--- config.mk ---
export PLATFORM = sky130hd
export DESIGN_NAME = invaders_display
export DESIGN_NICKNAME = d
export VERILOG_FILES = /design/src/verilog/video_pkg.sv /design/src/verilog/game_pkg.sv /design/src/verilog/invaders_display.sv /design/src/verilog/pixel_compositor.sv /design/src/verilog/alien_formation.sv /design/src/verilog/spaceship_ctrl.sv /design/src/verilog/screen_mode_ctrl.sv
export VERILOG_INCLUDE_DIRS = /design/src /design/src/verilog
export SDC_FILE = /design/constraint.sdc
export NUM_CORES = 1
export LEC_CHECK = 0
export BUFFER_PORTS_ARGS = -buffer_cell sky130_fd_sc_hd__buf_2
export CELL_PAD_IN_SITES_DETAIL_PLACEMENT = 2
export CELL_PAD_IN_SITES_GLOBAL_PLACEMENT = 2
export CORE_MARGIN = 2
export CORE_UTILIZATION = 42
export DETAILED_ROUTE_END_ITERATION = 7
export GPL_ROUTABILITY_DRIVEN = 1
export PLACE_DENSITY_LB_ADDON = 0.1
export REMOVE_ABC_BUFFERS = 1
export SYNTH_ARGS = -nofsm -noshare
export SYNTH_HDL_FRONTEND = slang
export SYNTH_SLANG_ARGS = --single-unit
export TNS_END_PERCENT = 20
--- constraint.sdc ---
create_clock -name clk -period 6.25 [get_ports clk]
set_clock_uncertainty 0.1 [all_clocks]
set_input_delay 0.625 -clock clk [delete_from_list [all_inputs] [get_ports clk]]
set_output_delay 0.625 -clock clk [all_outputs]
set_load 0.03 [all_outputs]
--- src/verilog/invaders_defines.svh ---
`ifndef INVADERS_DEFINES_SVH
`define INVADERS_DEFINES_SVH

//////////////////////////////
// Screen geometry

// Visible area, anything past it is black
`define H_VISIBLE 640
`define V_VISIBLE 480
// Bits in one screen coordinate
`define COORD_W 10

//////////////////////////////
// Colors, packed as [ blue | green | red ]

`define COLOR_SPACESHIP 8'b01111000
`define COLOR_ALIEN     8'b10101010
`define COLOR_BLACK     8'b00000000
`define COLOR_GREEN     8'b00111000
`define COLOR_BLUE      8'b11000000
`define COLOR_YELLOW    8'b00111111

//////////////////////////////
// Playfield markings

// Blue line under the barrier zone
`define BARRIER_LINE_Y 400
// Green lines framing the extra-lives band
`define LIVES_TOP_Y    445
`define LIVES_BOTTOM_Y 479

// Start screen title box, lower bounds in, upper bounds out
`define TITLE_X0 200
`define TITLE_X1 440
`define TITLE_Y0 200
`define TITLE_Y1 280

//////////////////////////////
// Player ship

`define SHIP_START_X 300
`define SHIP_Y       420
`define SHIP_W       40
`define SHIP_H       16
`define SHIP_STEP    4

//////////////////////////////
// Alien row

`define ALIEN_COUNT   6
// Left edge to left edge of neighbours
`define ALIEN_PITCH   50
`define ALIEN_W       30
`define ALIEN_H       20
`define ALIEN_START_X 195
`define ALIEN_START_Y 180
// Sideways step per tick and drop at an edge
`define ALIEN_STEP    5
`define ALIEN_DROP    10
// No more drops once y reaches this
`define ALIEN_FLOOR_Y 360

`endif
--- src/verilog/video_pkg.sv ---
`default_nettype none

`include "invaders_defines.svh"

package video_pkg;

	// One screen coordinate
	typedef logic [`COORD_W-1:0] coord_t;

	// One bit wider, for edge sums that may run past the screen
	typedef logic [`COORD_W:0] coord_ext_t;

	// Scan position from the VGA timing, x in the upper half
	typedef struct packed {
		coord_t x;
		coord_t y;
	} pixel_pos_t;

	// 8-bit color, blue on top
	typedef struct packed {
		logic [1:0] blue;
		logic [2:0] green;
		logic [2:0] red;
	} rgb_t;

	// Screen shown, stepped by the display button
	typedef enum logic [1:0] {
		MODE_BLANK = 2'd0,
		MODE_START = 2'd1,
		MODE_GAME  = 2'd2
	} display_mode_t;

endpackage

`default_nettype wire

--- src/verilog/game_pkg.sv ---
`default_nettype none

`include "invaders_defines.svh"

package game_pkg;

	import video_pkg::*;

	// Sideways direction of the alien row
	typedef enum logic {
		MARCH_RIGHT = 1'b0,
		MARCH_LEFT  = 1'b1
	} march_dir_t;

	// Row state, tracked for the leftmost alien
	// Other aliens follow at fixed pitch
	typedef struct packed {
		coord_t     x;
		coord_t     y;
		march_dir_t dir;
	} formation_t;

	// Position after reset and whenever the game screen is left
	localparam formation_t FORMATION_START = '{
		x:   coord_t'(`ALIEN_START_X),
		y:   coord_t'(`ALIEN_START_Y),
		dir: MARCH_RIGHT
	};

endpackage

`default_nettype wire

--- src/verilog/invaders_display.sv ---
`timescale 1ns/1ps
`default_nettype none

module invaders_display
	import video_pkg::*;
(
	input  logic       clk,
	input  logic       rst,
	input  logic       button_left,
	input  logic       button_right,
	input  logic       button_display,
	input  logic       move_tick,
	input  pixel_pos_t pixel,
	output rgb_t       rgb
);

	display_mode_t mode;
	logic          play;
	logic          is_ship;
	logic          is_alien;

	// Display button steps the screen mode
	screen_mode_ctrl i_screen_mode_ctrl (
		.clk            (clk),
		.rst            (rst),
		.button_display (button_display),
		.mode           (mode),
		.play           (play)
	);

	// Player ship, moved by left and right buttons
	spaceship_ctrl i_spaceship_ctrl (
		.clk          (clk),
		.rst          (rst),
		.play         (play),
		.move_tick    (move_tick),
		.button_left  (button_left),
		.button_right (button_right),
		.pixel        (pixel),
		.is_ship      (is_ship)
	);

	// Marching alien row
	alien_formation i_alien_formation (
		.clk       (clk),
		.rst       (rst),
		.play      (play),
		.move_tick (move_tick),
		.pixel     (pixel),
		.is_alien  (is_alien)
	);

	// Final color, registered
	pixel_compositor i_pixel_compositor (
		.clk      (clk),
		.rst      (rst),
		.mode     (mode),
		.pixel    (pixel),
		.is_ship  (is_ship),
		.is_alien (is_alien),
		.rgb      (rgb)
	);

endmodule

`default_nettype wire

--- src/verilog/pixel_compositor.sv ---
`timescale 1ns/1ps
`default_nettype none

`include "invaders_defines.svh"

module pixel_compositor
	import video_pkg::*;
(
	input  logic          clk,
	input  logic          rst,
	input  display_mode_t mode,
	input  pixel_pos_t    pixel,
	input  logic          is_ship,
	input  logic          is_alien,
	output rgb_t          rgb
);

	rgb_t color_next;
	logic in_visible;
	logic in_title;
	logic on_barrier;
	logic on_lives;

	//////////////////////////////
	// Region decode

	assign in_visible = (pixel.x < coord_t'(`H_VISIBLE)) &&
		(pixel.y < coord_t'(`V_VISIBLE));

	// Title box, upper bounds excluded
	assign in_title = (pixel.x >= coord_t'(`TITLE_X0)) &&
		(pixel.x < coord_t'(`TITLE_X1)) &&
		(pixel.y >= coord_t'(`TITLE_Y0)) &&
		(pixel.y < coord_t'(`TITLE_Y1));

	// Single-row playfield lines
	assign on_barrier = (pixel.y == coord_t'(`BARRIER_LINE_Y));
	assign on_lives   = (pixel.y == coord_t'(`LIVES_TOP_Y)) ||
		(pixel.y == coord_t'(`LIVES_BOTTOM_Y));

	//////////////////////////////
	// Color select

	always_comb begin
		color_next = rgb_t'(`COLOR_BLACK);
		if (in_visible) begin
			case (mode)
				MODE_START: begin
					if (in_title) begin
						color_next = rgb_t'(`COLOR_YELLOW);
					end
				end
				MODE_GAME: begin
					// Barrier line wins over everything
					if (on_barrier) begin
						color_next = rgb_t'(`COLOR_BLUE);
					end else if (is_ship) begin
						color_next = rgb_t'(`COLOR_SPACESHIP);
					end else if (is_alien) begin
						color_next = rgb_t'(`COLOR_ALIEN);
					end else if (on_lives) begin
						color_next = rgb_t'(`COLOR_GREEN);
					end
				end
				// Blank screen
				default: color_next = rgb_t'(`COLOR_BLACK);
			endcase
		end
	end

	// One cycle behind the pixel sample
	always_ff @(posedge clk or posedge rst) begin
		if (rst) begin
			rgb <= rgb_t'(`COLOR_BLACK);
		end else begin
			rgb <= color_next;
		end
	end

	a_blank_is_black: assert property (@(posedge clk) disable iff (rst)
		(mode == MODE_BLANK) |=> (rgb == rgb_t'(`COLOR_BLACK)));

endmodule

`default_nettype wire

--- src/verilog/alien_formation.sv ---
`timescale 1ns/1ps
`default_nettype none

`include "invaders_defines.svh"

module alien_formation
	import video_pkg::*;
	import game_pkg::*;
(
	input  logic       clk,
	input  logic       rst,
	input  logic       play,
	input  logic       move_tick,
	input  pixel_pos_t pixel,
	output logic       is_alien
);

	// Leftmost alien's left edge to last alien's right edge
	localparam int ROW_W = (`ALIEN_COUNT - 1) * `ALIEN_PITCH + `ALIEN_W;

	formation_t              form;
	formation_t              form_next;
	coord_ext_t              row_right;
	coord_ext_t              row_right_stepped;
	logic                    at_edge;
	logic                    can_drop;
	logic                    in_row;
	logic [`ALIEN_COUNT-1:0] alien_hit;

	//////////////////////////////
	// March rule

	// Row's right boundary now and after one more step right
	assign row_right         = coord_ext_t'(form.x) + coord_ext_t'(ROW_W);
	assign row_right_stepped = row_right + coord_ext_t'(`ALIEN_STEP);

	// Next step would leave the screen
	assign at_edge = (form.dir == MARCH_RIGHT) ?
		(row_right_stepped > coord_ext_t'(`H_VISIBLE)) :
		(form.x < coord_t'(`ALIEN_STEP));

	// Descent stops at the floor, reversal still happens
	assign can_drop = form.y < coord_t'(`ALIEN_FLOOR_Y);

	always_comb begin
		form_next = form;
		if (at_edge) begin
			// Turn around, step down instead of sideways
			form_next.dir = (form.dir == MARCH_RIGHT) ? MARCH_LEFT : MARCH_RIGHT;
			if (can_drop) begin
				form_next.y = form.y + coord_t'(`ALIEN_DROP);
			end
		end else if (form.dir == MARCH_RIGHT) begin
			form_next.x = form.x + coord_t'(`ALIEN_STEP);
		end else begin
			form_next.x = form.x - coord_t'(`ALIEN_STEP);
		end
	end

	always_ff @(posedge clk or posedge rst) begin
		if (rst) begin
			form <= FORMATION_START;
		end else if (!play) begin
			// Held at start off the game screen
			form <= FORMATION_START;
		end else if (move_tick) begin
			form <= form_next;
		end
	end

	//////////////////////////////
	// Hit test

	// Shared row band for all six boxes
	assign in_row = (pixel.y >= form.y) &&
		(coord_ext_t'(pixel.y) < coord_ext_t'(form.y) + coord_ext_t'(`ALIEN_H));

	for (genvar k = 0; k < `ALIEN_COUNT; k++) begin : g_alien
		coord_ext_t alien_left;

		// Alien k sits k pitches right of the leftmost
		assign alien_left = coord_ext_t'(form.x) + coord_ext_t'(k * `ALIEN_PITCH);
		assign alien_hit[k] = in_row &&
			(coord_ext_t'(pixel.x) >= alien_left) &&
			(coord_ext_t'(pixel.x) < alien_left + coord_ext_t'(`ALIEN_W));
	end

	assign is_alien = |alien_hit;

	// Edge turns keep the row on screen and above the floor band
	a_row_on_screen: assert property (@(posedge clk) disable iff (rst)
		(row_right <= coord_ext_t'(`H_VISIBLE)) &&
		(form.y <= coord_t'(`ALIEN_FLOOR_Y)));

endmodule

`default_nettype wire

--- src/verilog/spaceship_ctrl.sv ---
`timescale 1ns/1ps
`default_nettype none

`include "invaders_defines.svh"

module spaceship_ctrl
	import video_pkg::*;
(
	input  logic       clk,
	input  logic       rst,
	input  logic       play,
	input  logic       move_tick,
	input  logic       button_left,
	input  logic       button_right,
	input  pixel_pos_t pixel,
	output logic       is_ship
);

	coord_t     ship_x;
	coord_ext_t ship_right;
	coord_ext_t stepped_right;
	logic       go_left;
	logic       go_right;
	logic       in_rows;

	// Both buttons together cancel out
	assign go_left  = button_left & ~button_right;
	assign go_right = button_right & ~button_left;

	// First column past the ship, now and after a right step
	assign ship_right    = coord_ext_t'(ship_x) + coord_ext_t'(`SHIP_W);
	assign stepped_right = ship_right + coord_ext_t'(`SHIP_STEP);

	//////////////////////////////
	// Position register

	always_ff @(posedge clk or posedge rst) begin
		if (rst) begin
			ship_x <= coord_t'(`SHIP_START_X);
		end else if (!play) begin
			// Parked at start outside the game screen
			ship_x <= coord_t'(`SHIP_START_X);
		end else if (move_tick) begin
			if (go_left && ship_x >= coord_t'(`SHIP_STEP)) begin
				ship_x <= ship_x - coord_t'(`SHIP_STEP);
			end else if (go_right && stepped_right <= coord_ext_t'(`H_VISIBLE)) begin
				ship_x <= ship_x + coord_t'(`SHIP_STEP);
			end
		end
	end

	//////////////////////////////
	// Hit test, half-open box

	assign in_rows = (pixel.y >= coord_t'(`SHIP_Y)) &&
		(pixel.y < coord_t'(`SHIP_Y + `SHIP_H));

	assign is_ship = in_rows && (pixel.x >= ship_x) &&
		(coord_ext_t'(pixel.x) < ship_right);

	// Clamping keeps the whole ship on screen across any button sequence
	a_ship_on_screen: assert property (@(posedge clk) disable iff (rst)
		ship_right <= coord_ext_t'(`H_VISIBLE));

endmodule

`default_nettype wire

--- src/verilog/screen_mode_ctrl.sv ---
`timescale 1ns/1ps
`default_nettype none

module screen_mode_ctrl
	import video_pkg::*;
(
	input  logic          clk,
	input  logic          rst,
	input  logic          button_display,
	output display_mode_t mode,
	output logic          play
);

	logic btn_meta;
	logic btn_sync;
	logic btn_prev;
	logic btn_rise;

	// Two-flop synchronizer and a third flop holding the last level for the edge
	always_ff @(posedge clk or posedge rst) begin
		if (rst) begin
			btn_meta <= 1'b0;
			btn_sync <= 1'b0;
			btn_prev <= 1'b0;
		end else begin
			btn_meta <= button_display;
			btn_sync <= btn_meta;
			btn_prev <= btn_sync;
		end
	end

	assign btn_rise = btn_sync & ~btn_prev;

	// Blank, start, game, then back to blank
	always_ff @(posedge clk or posedge rst) begin
		if (rst) begin
			mode <= MODE_BLANK;
		end else if (btn_rise) begin
			case (mode)
				MODE_BLANK: mode <= MODE_START;
				MODE_START: mode <= MODE_GAME;
				default:    mode <= MODE_BLANK;
			endcase
		end
	end

	// Objects run only on the game screen
	assign play = (mode == MODE_GAME);

	a_mode_legal: assert property (@(posedge clk) disable iff (rst)
		mode inside {MODE_BLANK, MODE_START, MODE_GAME});

endmodule

`default_nettype wire

-- Yosys cells after proc, flatten, opt, wreduce, memory -nomap -nowiden
Cells that the tools add are included.
- $lt $le $gt $ge: 29
- eq/ne operators: 10
- mux-type cells: 20
- add/subtract/negate cells: 21
- reduce and logical (&&, ||, !) cells: 29
- bitwise operators: 6
- operators with widths (kind ; count):
    $lt A10 B11 Y1 ; 8
    $mux W10 ; 7
    $add A11 B5 Y11 const B ; 5
    $ge A10 B11 Y1 ; 5
    $lt A10 B9 Y1 const B ; 5
    $mux W21 ; 2
    $add A10 B8 Y11 const B ; 3
    $mux W8 ; 4
    $eq A10 B9 Y1 const B ; 3
    $ge A10 B10 Y1 ; 3
    $add A10 B5 Y11 const B ; 2
    $add A10 B6 Y11 const B ; 2
    $add A11 B3 Y11 const B ; 2
    $logic_and A1 B1 Y1 ; 22
    $add A10 B3 Y10 const B ; 2
    $ge A10 B8 Y1 const B ; 2
    $sub A10 B3 Y10 const B ; 2
    $pmux W8 S2 ; 1
    $mux W6 ; 2
    $add A10 B7 Y11 const B ; 1
    $add A10 B9 Y11 const B ; 1
    $gt A11 B10 Y1 const B ; 1
    $le A11 B10 Y1 const B ; 1
    $mux W11 ; 1
    18 further kinds ; 28
- output and inout bits: 8
- word-level logic and storage cells: 126
- flip-flop bits (word level): 44

-- Depth between registers and ports, before layout
- depth after elaboration: 11
- depth in mapped cells: 17
- mapped depth without buffers: 16

-- By module
From an unflattened synthesis, not the netlist that was laid out.
- cell total of the unflattened synthesis: 906
- area, all modules: 7484.7 µm²
- modules (own cells, without submodules) (module ; sequential area each (µm²) ; cells an instance ; times used ; area an instance (µm²)):
    alien_formation ; 510.5 ; 689 ; 1 ; 5579.1
    spaceship_ctrl ; 205.2 ; 156 ; 1 ; 1260.0
    pixel_compositor ; 150.1 ; 49 ; 1 ; 456.7
    screen_mode_ctrl ; 125.1 ; 12 ; 1 ; 188.9

-- Worst setup path after synthesis
No wires, ideal clock.
- path kind: reg-to-reg
- start: register i_alien_formation.form[12] (netlist name)
- end: register, netlist name i_pixel_compositor.rgb[4]
- arrival time: 3.844 ns
- cell stages (with the launch flop): 17
- path buffers: 1
- setup time: 0.124 ns
- setup slack: 2.182 ns
- required time: 6.026 ns
- clock period less this slack: 4.068 ns
- path through: dfstp_2 -> clkbuf_1 -> inv_1 -> ha_1 -> nand2b_1 -> and3_1 -> or2_2 -> nor3b_1 -> xnor2_1 -> ha_1 -> nand2_1 -> a21oi_1 -> a221o_1 -> a21o_1 -> a211oi_1 -> nor4_2 -> o31a_1
- RTL lines (item ; RTL line ; RTL):
    start: declaration ; alien_formation.sv:21 ; formation_t form;
    start signal: assignment ; alien_formation.sv:67 ; form <= form_next;

==> impl_results.md <==
- Status: complete, no violations
- R2R setup slack: 1.52 ns
- CTS tree: done
- Post-CTS Setup Bufs: 0
- Worst-path clk slew: 0.07 ns
- Critical path fanouts, max: 23
- Worst EP arrival: 4.83 ns
- Post-synthesis mux area share: 0.567%
- Total power: 1.25 mW
- Number of flops mapped to enable cells by yosys: 0
- Synth area leaders: ha_1 28%, dfrtp_1 9.3%, xnor2_1 9.0%
- Synth Area in Adders: 28.0%
- Largest family of logic cells by synthesized area: adder cells
- Max-slew violation count: 0
- CP Capture Type: register
- Max-cap viol count: 0
- Ant diodes: 0
- Synth Instances: 887
- LEAKAGE: 3.51 nW
- Initial antenna violation count: 0
- Post_cts resized: 0
- Commonest cells after routing, fill and taps aside: 163 x ha_1, 75 x xnor2_1, 65 x a21oi_1
- Crit-path max cell delay: 0.92 ns
- Row count: 48
- 1st-pass router iterations: 5
- Routed WL: 27300 um
- Dpl hpwl: 21500 um
- Post-Route Setup TNS: 0 ns
- Fmax achieved: 211 MHz
- Pin count of the biggest net entering global routing: 40
- Antenna Nets Post-Route: 0
- Async set-reset flop share out of synthesis: 100%
- Avg Vias per Cell: 6.18
- Hold buffers post-CTS: 0
- IO Port Bufs: 33
- Worst-margin pin slew: 1.16 ns
- Drt wl/cell: 24.1 um
- Post-synthesis simple-gate area fraction: 18.4%
- Required @ worst endpoint: 6.34 ns
- CTS root buffer: clkbuf_16
- Sequential fraction of the synthesis area: 13.6%
- Fin nets: 1096
- Detailed Route Iter0 Violations: 429
- Yosys reg bits: 39
- Mapped Avg Cell Area: 8.21 um2
- Yosys warnings: 0
- Cell area power density: 161 nW/um2
- Post-Syn Area: 7280 um2
- Worst hold start: i_screen_mode_ctrl.btn_meta
- Final hold vios: 0
- Min cycle time layout: 4.73 ns
- DRC: 0
- CTS Buffer Depth: 2
- Fin crit share: 75.7%
- Crit path kind: register to register
- Yosys top cell area share: 28.0%
- Critical path cell sequence: ha_1 > a21oi_1 > xnor2_1 > a211oi_2 > xor2_1 > ha_1 > a211o_1 > a21oi_1 > o21ai_0 > a221o_1 > a21o_1 > a211oi_1 > nor4_2 > o31a_1
- Crit. Startpoint: i_alien_formation.form[14]
- Global route total overflow: 0
- Chip Width: 136 um
- Share of layout cells above drive strength 1: 8.70%
- VDD IR max: 0.191 mV
- # IOs: 34
- Total global-route track usage: 30.6%
- Core area: 17100 um2
- Crit path launch type: register
- Skew-Pair Late Insertion Delay: 0.32 ns
- RSZ-0062 raised after global routing: false
- Bufs and invs on worst path: 0
- Layout area overhead: 7.18%
- Top_reg_cell synth: dfrtp_1
- Starting Density: 42.5%
- Type of the most critical hold path: register to register
- First-pass GRT wire length: 43300 um
- Final setup fails: 0
- Synth Area in XOR/XNOR: 11.9%
- Slew headroom: 22.4%
- Compound-Gate Fraction of Synth Area: 22.7%
- Number of global-route vias before repair: 7703
- Die footprint: 18400 um2
- Clock sink count: 39
- Crit-path slowest cell: dfrtp_1
- Crit path max-delay family: compound AO/OA/AOI/OAI gates
- Synth area leader: ha_1
- CTS Buf Count: 5
- Placer congestion estimate: 0.984
- Synth unique cells: 75
- Vias: 7002
- Die height: 136 um
- Fin util: 45.6%
- Most common cell after layout, fill and taps aside: ha_1
- R2r startpoint: i_alien_formation.form[14]
- Number of H-tree levels: 2
==> synth_stat cells (8+ instances only) <==
cell	number
xor2_1	22
ha_1	163
xnor2_1	75
o2111ai_1	9
and2_1	14
nor3_1	12
nor2b_1	10
clkbuf_1	8
o21a_1	9
nand2b_1	14
a21oi_1	65
nand3_1	38
a31oi_1	11
a21o_1	25
dfrtp_1	27
dfstp_2	12
nor2_1	41
or3_1	16
a211oi_1	11
o21ai_0	53
nand2_1	57
inv_1	54
==> cell families after synthesis <==
family,Yosys count
flops,39
compound gates,250
mux,4
simple gates,251
xor+xnor,98
fa+ha+maj,163
buf+inv,82
==> per-layer routing <==
layer	GRT usage [%]	routed length [um]
met1	40.2	12500
met2	53.2	13200
met3	3.89	1000
met4	7.52	553
met5	0	0
==> flip-flops by register name, indices dropped and copies added (netlist names) <==
register,count
i_alien_formation.form,20
i_spaceship_ctrl.ship_x,8
i_pixel_compositor.rgb,6
i_screen_mode_ctrl.mode,2
i_screen_mode_ctrl.btn_meta,1
i_screen_mode_ctrl.btn_prev,1
i_screen_mode_ctrl.btn_sync,1
==> report_power, final <==
group	switching [mW]	internal [mW]
combinational	0.390	0.237
sequential	0.0306	0.267
clock	0.128	0.201
total	0.548	0.705
==> worst reg2reg max path, delay by kind of cell (launching register included) <==
kind,cells,cell delay [ns]
fa+ha+maj,2,0.80
simple gates,1,0.15
xor+xnor,2,0.59
flops,1,0.92
compound gates,9,2.05
==> final cells by class <==
class | instances | area, um2
repair buffers | 37 | 195
clock buffers | 6 | 139
inverters | 58 | 218
fillers | 1981 | 9310
multi-input cells | 766 | 5940
clock inverters | 2 | 38.8
flip-flops and latches | 39 | 991
well taps | 225 | 282
==> path summary, 6_finish.rpt <==
| check | cells past startpoint | endpoint |
|---|---|---|
| min in group asynchronous | 3 | i_alien_formation.form[20] |
| max in group asynchronous | 3 | i_spaceship_ctrl.ship_x[3] |
| min | 0 | i_screen_mode_ctrl.btn_sync |
| min reg2reg | 0 | i_screen_mode_ctrl.btn_sync |
| max reg2reg | 14 | i_pixel_compositor.rgb[4] |
| max | 14 | i_pixel_compositor.rgb[4] |
==> per-stage QoR <==
| stage | cells | hold slack (ns) | instance area, um2 | worst slack (ns) |
|---|---|---|---|---|
| after CTS | 1133 | 0.280 | 7800 | 1.52 |
| after detailed placement | 1125 | 0.259 | 7620 | 1.53 |
| after global placement | 1125 | 0.238 | 7620 | 1.78 |
| after floorplan | 863 | 0.231 | 7150 | 2.37 |
| after global routing | 1133 | 0.280 | 7800 | 1.22 |
| final | 1133 | 0.275 | 7800 | 1.52 |
Note: power is estimated with default switching activity, not from simulation.
